===== src/source/platform_pkg.sv =====
package platform_pkg;

    // Memory map, byte addresses
    localparam logic [31:0] ROM_BASE  = 32'h0000_0000;
    localparam int          ROM_WORDS = 1024;
    localparam logic [31:0] RAM_BASE  = 32'h0000_1000;
    localparam int          RAM_WORDS = 2048;
    localparam int          MEM_WORDS = ROM_WORDS + RAM_WORDS;

    // Single-address I/O ports
    localparam logic [31:0] UART_ADDR = 32'h8000_0000;
    localparam logic [31:0] KEY_ADDR  = 32'h8000_0008;

    // Field view of a bus address
    typedef struct packed {
        logic [15:0] page;
        logic [13:0] word;
        logic [1:0]  lane;
    } bus_addr_fields_t;

    // Same 32 bits, either compared whole or split into fields
    typedef union packed {
        logic [31:0]      raw;
        bus_addr_fields_t f;
    } bus_addr_u;

    // CPU data request
    typedef struct packed {
        logic        read_enable;
        logic        write_enable;
        bus_addr_u   addr;
        logic [63:0] write_data;
    } bus_req_t;

    typedef struct packed {
        logic       valid;
        logic       released;
        logic [7:0] scan;
    } key_event_t;

    typedef struct packed {
        logic       strobe;
        logic [7:0] data;
    } uart_tx_t;

    // Zero vector means no request
    typedef struct packed {
        logic [3:0] vector;
    } irq_t;

endpackage


===== src/source/ps2_receiver.sv =====
`timescale 1ns/10ps

module ps2_receiver
    import platform_pkg::*;
(
    input  logic       CLOCK_50,
    input  logic       KEY0,
    input  logic       ps2_clk,
    input  logic       ps2_dat,
    output key_event_t key_event
);

    localparam logic [1:0] ST_IDLE   = 2'd0;
    localparam logic [1:0] ST_DATA   = 2'd1;
    localparam logic [1:0] ST_PARITY = 2'd2;
    localparam logic [1:0] ST_STOP   = 2'd3;

    localparam logic [7:0] BREAK_CODE = 8'hF0;

    logic [1:0] clk_sync;
    logic [1:0] dat_sync;
    logic       clk_prev;
    logic       clk_fall;

    logic [1:0] state;
    logic [2:0] bit_cnt;
    logic [7:0] shift;
    logic       parity_ok;
    logic       release_pending;

    // Bring the PS/2 lines into the board clock domain
    always_ff @(posedge CLOCK_50 or negedge KEY0) begin
        if (!KEY0) begin
            clk_sync <= 2'b11;
            dat_sync <= 2'b11;
            clk_prev <= 1'b1;
        end else begin
            clk_sync <= {clk_sync[0], ps2_clk};
            dat_sync <= {dat_sync[0], ps2_dat};
            clk_prev <= clk_sync[1];
        end
    end

    assign clk_fall = clk_prev && !clk_sync[1];

    always_ff @(posedge CLOCK_50 or negedge KEY0) begin
        if (!KEY0) begin
            state           <= ST_IDLE;
            bit_cnt         <= 3'd0;
            shift           <= 8'h00;
            parity_ok       <= 1'b0;
            release_pending <= 1'b0;
            key_event       <= '0;
        end else begin
            key_event.valid <= 1'b0;
            if (clk_fall) begin
                case (state)
                    ST_IDLE: begin
                        // Start bit is low
                        if (!dat_sync[1]) begin
                            state   <= ST_DATA;
                            bit_cnt <= 3'd0;
                        end
                    end
                    ST_DATA: begin
                        // LSB first
                        shift   <= {dat_sync[1], shift[7:1]};
                        bit_cnt <= bit_cnt + 3'd1;
                        if (bit_cnt == 3'd7) begin
                            state <= ST_PARITY;
                        end
                    end
                    ST_PARITY: begin
                        // Odd parity over data plus parity bit
                        parity_ok <= ^{shift, dat_sync[1]};
                        state     <= ST_STOP;
                    end
                    ST_STOP: begin
                        state <= ST_IDLE;
                        if (dat_sync[1] && parity_ok) begin
                            if (shift == BREAK_CODE) begin
                                release_pending <= 1'b1;
                            end else begin
                                key_event.valid    <= 1'b1;
                                key_event.released <= release_pending;
                                key_event.scan     <= shift;
                                release_pending    <= 1'b0;
                            end
                        end
                    end
                    default: state <= ST_IDLE;
                endcase
            end
        end
    end

endmodule


===== config.mk =====
export PLATFORM = sky130hd
export DESIGN_NAME = ps2_receiver
export DESIGN_NICKNAME = d
export VERILOG_FILES = /design/src/source/platform_pkg.sv /design/src/source/ps2_receiver.sv
export SDC_FILE = /design/constraint.sdc
export NUM_CORES = 1
export LEC_CHECK = 0
export ABC_AREA = 1
export ABC_CLOCK_PERIOD_IN_PS = 3300
export BUFFER_PORTS_ARGS = -buffer_cell sky130_fd_sc_hd__buf_2
export CORE_MARGIN = 2
export CORE_UTILIZATION = 50
export CTS_CLUSTER_DIAMETER = 40
export DETAILED_ROUTE_END_ITERATION = 6
export PLACE_DENSITY = 0.69
export SLEW_MARGIN = 0
export SYNTH_ARGS = -nofsm -noshare
export SYNTH_HDL_FRONTEND = slang
export SYNTH_SLANG_ARGS = --single-unit

===== constraint.sdc =====
create_clock -name CLOCK_50 -period 3.3 [get_ports CLOCK_50]
set_clock_uncertainty 0.15 [all_clocks]
set_input_delay 0.33 -clock CLOCK_50 [delete_from_list [all_inputs] [get_ports CLOCK_50]]
set_output_delay 0.33 -clock CLOCK_50 [all_outputs]
set_load 0.02 [all_outputs]

[Word level (Yosys, flattened, before mapping)]
Index checks and enable logic that the tools add are counted.
Cells by class
  bitwise gates (word level): 1
  reduce and logical (&&, ||, !) cells: 12
  equality and inequality tests: 7
  mux-type cells: 10
  $add $sub $neg: 1
Operators by type and width (number)
  two-way mux 10 bit: 4
  AND reduction 3 bit: 3
  XOR reduction 9 bit: 1
  == test 8 bit, second input constant: 1
  case mux 2 bit (4 select lines): 1
  case mux 3 bit (2 select lines): 1
  == test 2 bit, second input constant: 2
  two-way mux 2 bit: 2
  inequality test 2 bit, second input constant: 2
  AND reduction 2 bit: 2
  AND reduction 4 bit: 1
  adder 3 x 1 -> 3 bit, second input constant: 1
  == test 3 bit, second input constant: 1
  two-way mux 3 bit: 1
  == test 2 x 1 -> 1 bit, second input constant: 1
  logical AND 1 bit: 2
  logical NOT 2 bit: 1
  nonzero test 2 bit: 1
  logical NOT 1 bit: 1
  two-way mux 1 bit: 1
  NOT 1 bit: 1
Storage, ports and cells
  output and inout port bits: 10
  bits in registers: 30

[Logic depth before layout (Yosys ltp)]
Gate-level depths: netlist (run 1).
  depth after elaboration: 5
  depth in mapped cells: 10

[Worst setup path before layout (run 1)]
Ideal clock, no wire load.
  path kind: flip-flop to flip-flop
  start: register clk_prev
  end: register key_event[3] (netlist name)
  setup time: 0.117 ns
  path buffers: 1
  setup slack: 1.761 ns
  cell stages (with the launch flop): 9
  data arrival time: 1.272 ns
  data required time: 3.033 ns
  cells stage by stage: dfstp_2 -> inv_1 -> nor2_4 -> nand4_4 -> a31oi_4 -> inv_4 -> buf_12 -> nand2_2 -> o21ai_2
On the way
  word-level cells in the longest chain between the ends: 2
Ends and longest elaborated chain
  start: declaration: line ps2_receiver.sv:22  | logic clk_prev;
  start signal: assignment: line ps2_receiver.sv:40  | clk_prev <= clk_sync[1];
  logical AND 1 bit: line ps2_receiver.sv:44  | assign clk_fall = clk_prev && !clk_sync[1];
  AND reduction 4 bit (no line)
  end: declaration: line ps2_receiver.sv:10  | output key_event_t key_event
Every way passes these cells.
A chain may end at the register's enable or synchronous reset.

[Worst setup path after layout (run 1)]
  start: register clk_prev
  end: register key_event[6] (netlist name)
Same word-level chain as after synthesis.

==> results of run 1 <==
-- per-layer routing --
| metal | part of all wire, % | track usage [%] | vias to the layer above |
|---|---|---|---|
| met2 | 47 | 26.1 | 16 |
| met5 | 0 | 0 | - |
| met3 | 4.2 | 5.53 | 7 |
| met1 | 46 | 19.2 | 448 |
| li1 | - | - | 496 |
| met4 | 2.8 | 9.52 | 0 |
-- final timing paths --
check,slack (ns),cells after the start,end
max,1.72,7,key_event[6]
min,0.21,0,clk_sync[1]
max reg2reg,1.72,7,key_event[6]
min reg2reg,0.21,0,clk_sync[1]
max in group asynchronous,2.17,2,key_event[7]
min in group asynchronous,0.41,2,key_event[4]
-- kinds of logic after synthesis --
family / Yosys count / share of synthesized area (%)
buf+inv: 24 / 7.87
compound gates: 27 / 13.4
simple gates: 57 / 18.6
flops: 30 / 54.8
fa+ha+maj: 6 / 5.43
-- power by group --
group          switching (µW)  internal, µW
Clock                     120           103
Combinational             224           123
Sequential               67.2           457
Total                     411           683
-- placed cells by master, fill, tap and decap left out, types with 2 or more instances in the layout --
cell type,count
o21ai_0,14
o21ai_2,9
nor2_1,6
inv_2,2
nand3_1,5
buf_2,13
dlygate4sd3_1,3
dfrtp_1,25
ha_1,6
clkbuf_4,5
dfstp_2,5
a21oi_1,3
nand2_1,41
inv_1,19
-- cell usage after synthesis (all sizes together) --
cell    count
nor2        7
a21oi       3
o21ai      23
dfstp       5
nor3        1
or2         1
nand4       1
nand3       5
nand2      42
dfrtp      25
clkbuf      1
inv        22
a31oi       1
buf         1
ha          6
-- per-stage QoR --
step	area [µm²]	setup WS, ns
finish	1550	1.72
global route	1550	1.55
CTS	1550	1.70
detailed placement	1460	1.71
global placement	1460	1.74
floorplan	1380	1.76
-- worst max-delay path: cells and delay by family, from the launching register on --
family | cells | cell delay (ns)
buffers and inverters | 2 | 0.18
flip-flops | 1 | 0.52
AND/OR/NAND/NOR | 3 | 0.35
AO/OA/AOI/OAI | 2 | 0.27
-- registers in the layout (all words and copies together), names as in the netlist --
name,count
clk_prev,1
release_pending,1
clk_sync,2
bit_cnt,3
parity_ok,1
state,2
key_event,10
shift,8
dat_sync,2
-- area by class of cell --
cell class	instances	area share [%]
Sequential cell	30	48.8
Clock buffer	7	3.55
Clock inverter	1	0.322
Timing Repair Buffer	16	6.12
Inverter	22	5.48
Multi-Input combinational cell	90	33.3
Tap cell	31	2.50
==> impl_results.md, run 1 <==
- Status: completed
- Wirelength per Cell: 10.8 µm
- Max cap viols: 0
- Dpl cells: 186
- Multi-input gate area: 517 µm²
- Cell variety after synth: 20
- CTS sink count: 30
- HPWL Detailed: 1.57 mm
- Seq cells post-synth: 30
- Synth top area share: 45.2%
- Post-layout minimum cycle time: 1.58 ns
- Die Width: 56.6 µm
- CTS Hold Bufs: 3
- WP data arrival: 1.64 ns
- CP peak stage delay: 0.52 ns
- CTS tree: done
- Initial Util: 51.5%
- Fin util: 57.8%
- Drt pass-1 iters: 4
- Synthesized cell area: 1380 µm²
- Vias in the first global route: 922
- Final Hold Vio Count: 0
- Total power: 1090 µW
- P per Cell Area: 705 nW/µm²
- Resized cells post-CTS: 0
- Diodes inserted: 0
- Global-route wire length before repair: 3.93 mm
- HP Class: flop to flop
- IO Pins: 14
- CP Class: flop to flop
- Worst Setup End Kind: flop
- Die area: 3200 µm²
- Clk_lat worst skew: 0.32 ns
- Via density per instance: 4.91
- Startpoint Class: flop
- RSZ-0062 raised after global routing: false
- Post-route clock period utilization: 47.7%
- Detail Route Antenna Nets: 0
- FF/Latch Area: 757 µm²
- P&R area growth vs syn: 12.3%
- Relative slew slack: 56.9%
- Register area share after synthesis: 54.8%
- Die Y: 56.6 µm
- DRC marker count from the first detailed-route iteration: 21
- Fin cells: 197
- Area contributors post-synth: dfrtp_1 45%, nand2_1 11%, dfstp_2 9.5%
- Worst-path clk slew: 0.09 ns
- Avg Cell Area, Syn: 9.60 µm²
- Worst-path maximum fanout: 18
- Synth area leader: dfrtp_1
- Port-buffer cells: 13
- Total negative slack: 0 ns
- Worst Setup SP: clk_prev
- Max clock buf depth: 2
- Max frequency: 0.635 GHz
- Worst r2r src: clk_prev
- Core area: 2690 µm²
- # nets final: 175
- Req. time, crit path: 3.36 ns
- Syn Nets: 154
- Critical path's slowest cell: dfstp_2
- GRT Residual Overflow: 0
- Slew Limit Fails: 0
- Hold Worst Slack: 0.212 ns
- Routability congestion estimate: 0.753
- CTS buffer count: 5
- DR vias: 967
- Post-CTS setup buffer count: 0
- H-tree depth: 2
- Layout cells sized above 1: 25.9%
- DRC: 0
- Peak VDD IR: 0.430 mV
- Endpoints failing setup: 0
- Leakage: 0.000795 µW
- Synth warnings: 0
- Initial antenna violation count: 0
- Routed wire length: 2.13 mm
- Largest net degree at the start of global routing: 31
- Slew @ Worst Pin: 0.647 ns
- Synthesized netlist cell count: 144
- Hold wc startpoint: clk_sync[0]
- CTS root buf: clkbuf_4
- Filler cells: 259
- CP Cell Sequence: inv_1 -> nor2_4 -> nand4_4 -> a31oi_4 -> inv_4 -> nand2_1 -> o21ai_2
- Tot GR Track Use: 16.4%
- Row count: 19
(Power assumes the default switching activity.)
==> inputs of run 2 (changes only) <==
ABC_AREA = 0   (was 1)
ABC_CLOCK_PERIOD_IN_PS = 1400   (was 3300)
PLACE_DENSITY = 0.72   (was 0.69)
clock period = 1.4 ns   (was 3.3 ns; I/O delays follow)
==> run 2 against run 1 <==
Against the previous run:
- the run now ends with setup timing left
- register-to-register slack worse by 2.1 ns
- via count decreased by 18%
- sequential power rose by 140%
- sequential share of layout area fell by 5.5 points
- area after synthesis decreased by 6.1%
- die area down 5.6%
- first-iteration DRC count down 52%
- hold slack got worse by 0.029 ns
- core utilization grew 13 points
- wire length increased by 14%
- power rose to 3.0 times the previous value
- global-route usage rose by 3.1 points
- critical path type unchanged
- critical endpoint is now key_event[0]
- largest cell class unchanged
==> impl_results.md, run 2 <==
- Biggest regs: key_event x10, shift x8, bit_cnt x3
- Layout cells sized above 1: 60.9%
- Peak VDD IR: 1.53 mV
- Synth top area share: 48.2%
- Initial antenna violation count: 0
- Max clock buf depth: 2
- Die area: 3020 µm²
- CTS tree: done
- Cell variety after synth: 22
- CP peak stage delay: 0.52 ns
- Routability congestion estimate: 0.728
- Port-buffer cells: 13
- Relative slew slack: 73.1%
- Req. time, crit path: 1.46 ns
- CP Cell Sequence: nor2b_4 -> nand4_2 -> nor2_4 -> mux2_4
- Avg Cell Area, Syn: 15.5 µm²
- Count leader, synth: dfrtp_1
- CTS sink count: 30
- Routed wire length: 2.42 mm
- Largest net degree at the start of global routing: 31
- P&R area growth vs syn: 34.7%
- Biggest register: key_event
- Slew Limit Fails: 0
- Leakage: 0.000915 µW
- CP Class: flop to flop
- # nets final: 137
- Most frequent cells in the layout: 25 x dfrtp_1, 18 x mux2_4, 17 x buf_4
- Design area: 1750 µm²
- Detail Route Antenna Nets: 0
- Failing checks: setup timing
- Synth cell count leaders: 25 x dfrtp_1, 11 x mux2_2, 9 x mux2_4
- CTS root buf: clkbuf_4
- P per Cell Area: 1900 nW/µm²
- Critical path's slowest cell: dfstp_2
- Max cap viols: 0
- Row count: 18
- Ys async rst share: 100%
- Die Width: 55.0 µm
- Tot GR Track Use: 19.5%
- Max frequency: 0.564 GHz
- Drt pass-1 iters: 3
- WP data arrival: 1.84 ns
- Status: finished, violations left
- RSZ-0062 raised after global routing: true
- Synth warnings: 0
- H-tree depth: 2
- Die Y: 55.0 µm
- IO Pins: 14
- Startpoint Class: flop
- Synth area leader: dfrtp_1
- Register area share after synthesis: 58.3%
- HPWL Detailed: 1.54 mm
- Via density per instance: 5.03
- Global-route wire length before repair: 3.86 mm
- Diodes inserted: 0
- Top_reg_cell synth: dfrtp_1
- Placed Area: 1560 µm²
- Area contributors post-synth: dfrtp_1 48%, mux2_4 10%, dfstp_2 10%
- Initial Util: 52.4%
- GRT Residual Overflow: 0
- Endpoints failing setup: 25
- CTS buffer count: 5
- Post-synth EDFFs: 0
- Worst-path clk slew: 0.10 ns
- Vias in the first global route: 818
- Worst r2r src: clk_prev
- Synthesized cell area: 1300 µm²
- DRC marker count from the first detailed-route iteration: 10
- Wirelength per Cell: 15.3 µm
- Final setup margin: -0.374 ns
- Number of flip-flops in the largest register: 10
- Commonest non-fill, non-tap cell in the layout: dfrtp_1
- DRC: 0
- Worst Setup End Kind: flop
- Fin util: 70.6%
- Synthesized netlist cell count: 84
- Core area: 2480 µm²
- Slew @ Worst Pin: 0.402 ns
- Critical path buffer and inverter count: 0
- Worst-path maximum fanout: 10
- Seq cells post-synth: 30
- Worst Setup SP: clk_prev
- Post-route clock period utilization: 127%
- Largest delay share family, worst path: simple AND/OR/NAND/NOR gates
- DR vias: 795
- HP Class: primary input to async pin
- Final Hold Vio Count: 0
- Post-layout minimum cycle time: 1.77 ns
- Syn Nets: 94
- Clk_lat worst skew: 0.34 ns
## run 2: logic make-up after synthesis
family          Yosys count  share of synthesized area (%)
flops                    30                           58.3
fa+ha+maj                 6                           5.78
simple gates             11                           5.49
xor+xnor                  7                           5.78
buf+inv                   3                          0.867
mux                      21                           20.7
compound gates            6                           3.08
## run 2: repair_timing
action                     in CTS  in global routing
resized for setup              18                  1
buffers inserted                2                  2
setup endpoints to repair      25                 25
hold endpoints to repair       32                  0
pin swaps                       1                  1
hold buffers                    3                  0
## run 2: power breakdown
part	switching [µW]	total, µW	internal [µW]
logic	630	1550	922
registers	153	1240	1090
clock network	291	534	243
total	1070	3330	2260
## run 2: final cells by class
class / instances / area [µm²]
clock buffers: 7 / 55.1
clock inverters: 1 / 5.00
fillers: 178 / 728
inverters: 3 / 11.3
multi-input cells: 51 / 627
flip-flops and latches: 30 / 757
well taps: 30 / 37.5
repair buffers: 36 / 256
## run 2: path summary, 6_finish.rpt
path                                 to  slack, ns  depth (start not counted)
max in group asynchronous   dat_sync[0]       0.59                          3
setup / recovery           key_event[0]      -0.37                          4
hold reg to reg             clk_sync[1]       0.21                          0
min in group CLOCK_50       clk_sync[1]       0.21                          0
hold / removal               bit_cnt[0]       0.18                          3
setup reg to reg           key_event[0]      -0.37                          4
## run 2: metrics by stage
step | hold slack (ns) | TNS (ns) | worst slack [ns] | power (µW) | instances
final | 0.183 | -6.77 | -0.374 | 3330 | 158
after global routing | 0.200 | -8.33 | -0.454 | 3520 | 158
after CTS | 0.193 | -6.69 | -0.387 | 3340 | 157
after detailed placement | 0.0130 | -6.04 | -0.386 | 2610 | 144
after global placement | 0.0105 | -5.52 | -0.359 | 2550 | 144
after floorplan | -0.306 | -3.33 | -0.336 | 2120 | 84
## run 2: worst reg2reg max path, stage by stage (launching register included)
cell     delay, ns
dfstp_2       0.52
nor2b_4       0.14
nand4_2       0.15
nor2_4        0.35
mux2_4        0.34
## run 2: routing by layer
layer / vias up / part of all wire, % / global-route usage, % / routed length (µm)
met4: 0 / 1.1 / 7.32 / 27
met5: - / 0 / 0 / 0
met3: 3 / 4.7 / 9.14 / 114
met1: 397 / 46 / 24.2 / 1100
met2: 16 / 49 / 29.8 / 1180
li1: 379 / - / - / -
==> inputs of run 3 (changes only) <==
==> constraint.sdc (replaced) <==
create_clock -name CLOCK_50 -period 1.4 [get_ports CLOCK_50]
set_clock_uncertainty 0.15 [all_clocks]
set_input_delay 0.07 -clock CLOCK_50 [delete_from_list [all_inputs] [get_ports CLOCK_50]]
set_output_delay 0.07 -clock CLOCK_50 [all_outputs]
set_load 0.02 [all_outputs]
==> run 3 against run 2 <==
Against the previous run:
- the flow still finishes with violations (setup timing)
- via count fell by 2.3%
- critical path depth did not move
- final cell count fell by 0.63%
- clock power rose by 26%
- clock-buffer cell count did not move
- non-clock buffer count fell by 2
- combinational power fell by 6%
- register-to-register slack got worse by 0.02 ns
- global-route usage fell by 1.7 points
- sequential share of layout area rose by 0.22 points
- wire length fell by 3.7%
- largest power group unchanged
==> impl_results.md, run 3 (synthesis gave the netlist of run 2 again) <==
- Hold Worst Slack: 0.145 ns
- Port-buffer cells: 13
- Max cap viols: 0
- Startpoint Class: flop
- Endpoints failing setup: 25
- Highest metal used: met4
- Core area: 2480 µm²
- P&R area growth vs syn: 34.0%
- IO Pins: 14
- Commonest non-fill, non-tap cell in the layout: dfrtp_1
- Largest net degree at the start of global routing: 31
- HPWL Detailed: 1.52 mm
- CTS root buf: clkbuf_4
- Die area: 3020 µm²
- CP Class: flop to flop
- Via density per instance: 4.95
- Routability congestion estimate: 0.725
- P per Cell Area: 1940 nW/µm²
- Total power: 3380 µW
- Routed wl met2: 1.14 mm
- Global-route wire length before repair: 3.54 mm
- Vias in the first global route: 798
- DRC marker count from the first detailed-route iteration: 4
- Clk_lat worst skew: 0.33 ns
- Initial Util: 52.4%
- CTS buffer count: 5
- # nets final: 136
- Biggest regs: key_event x10, shift x8, bit_cnt x3
- Drt pass-1 iters: 3
- CTS sink count: 30
- Peak VDD IR: 1.40 mV
- Tot GR Track Use: 17.8%
- Wl on met1: 1.05 mm
- Number of flip-flops in the largest register: 10
- Final setup margin: -0.395 ns
- H-tree depth: 2
- Wirelength per Cell: 14.8 µm
- GRT Residual Overflow: 0
- CTS tree: done
- WP data arrival: 1.86 ns
- Relative slew slack: 57.1%
- Failing checks: setup timing
- HP Class: primary input to async pin
- Status: finished, violations left
- Routed wire length: 2.33 mm
- Diodes inserted: 0
- DRC: 0
- Slew @ Worst Pin: 0.643 ns
- Post-route clock period utilization: 128%
- DR vias: 777
- Die Width: 55.0 µm
- Worst Setup End Kind: flop
- Layout cells sized above 1: 59.1%
- WL met3: 98 µm
- Detail Route Antenna Nets: 0
- Biggest register: key_event
- Max frequency: 0.557 GHz
- Post-layout minimum cycle time: 1.80 ns
- Filler cells: 173
- Leakage: 0.000891 µW
- Most frequent cells in the layout: 25 x dfrtp_1, 15 x buf_4, 13 x buf_2
- Worst-path clk slew: 0.10 ns
- Final Hold Vio Count: 0
- RSZ-0062 raised after global routing: true
- Initial antenna violation count: 0
- Die Y: 55.0 µm
- Slew Limit Fails: 0
- Row count: 18
- Worst-path maximum fanout: 5
- Req. time, crit path: 1.46 ns
- Max clock buf depth: 2
## run 3: cell count changes in the layout (fill, tap and decap cells not counted), sizes merged
| cell | delta |
|---|---|
| buf | -2 |
| bufinv | +1 |
| clkinv | -1 |
| nor2 | +1 |
## run 3: timing repair
| action | 4_1_cts | 5_1_grt |
|---|---|---|
| hold endpoints to repair | 28 | 0 |
| pin swaps | 1 | 0 |
| hold buffers | 3 | 0 |
| resized for setup | 9 | 4 |
| buffers inserted | 1 | 2 |
| cloned | 1 | 0 |
| endpoints found under the setup margin | 25 | 25 |
## run 3: path summary, 6_finish.rpt
kind,start,end,depth (start not counted),slack (ns)
worst min-delay path,KEY0,bit_cnt[1],2,0.15
worst max register to register,clk_prev,key_event[2],4,-0.40
worst min register to register,clk_sync[0],clk_sync[1],0,0.21
max in group asynchronous,KEY0,shift[5],2,0.53
worst max-delay path,clk_prev,key_event[2],4,-0.40
min in group CLOCK_50,clk_sync[0],clk_sync[1],0,0.21
## run 3: through the flow
stage	setup WS [ns]	cell area [µm²]	std cells	setup TNS, ns	util [%]
after floorplan	-0.336	1330	84	-3.33	-
after global placement	-0.359	1560	143	-5.53	62.8
after detailed placement	-0.399	1560	143	-6.20	62.8
after CTS	-0.394	1720	156	-5.78	69.5
after global routing	-0.435	1740	157	-6.55	70.3
final	-0.395	1740	157	-5.56	70.3
## run 3: area by class of cell
| cell class | instances | area, µm² | share of cell area, % |
|---|---|---|---|
| flip-flops and latches | 30 | 757 | 43.5 |
| clock buffers | 7 | 45.0 | 2.59 |
| inverters | 3 | 11.3 | 0.647 |
| repair buffers | 34 | 241 | 13.9 |
| multi-input cells | 52 | 618 | 35.5 |
| well taps | 30 | 37.5 | 2.16 |
| clock inverters | 1 | 30.0 | 1.73 |
## run 3: worst max-delay path, cell delays in order (launching register included)
cell and delay (ns):
dfstp_2 0.54, nor2b_4 0.15, nand4_2 0.21, nor2_4 0.29, mux2_4 0.33
## run 3: metal layers
layer | vias up | GRT usage [%]
li1 | 380 | -
met1 | 375 | 20.3
met2 | 17 | 29.6
met3 | 5 | 5.91
met4 | 0 | 9.76
met5 | - | 0
## run 3: where the power goes
group | switching [µW] | internal, µW | leakage [µW]
Combinational | 587 | 871 | 0.000465
Sequential | 155 | 1090 | 0.000387
Clock | 293 | 379 | 0.0000395
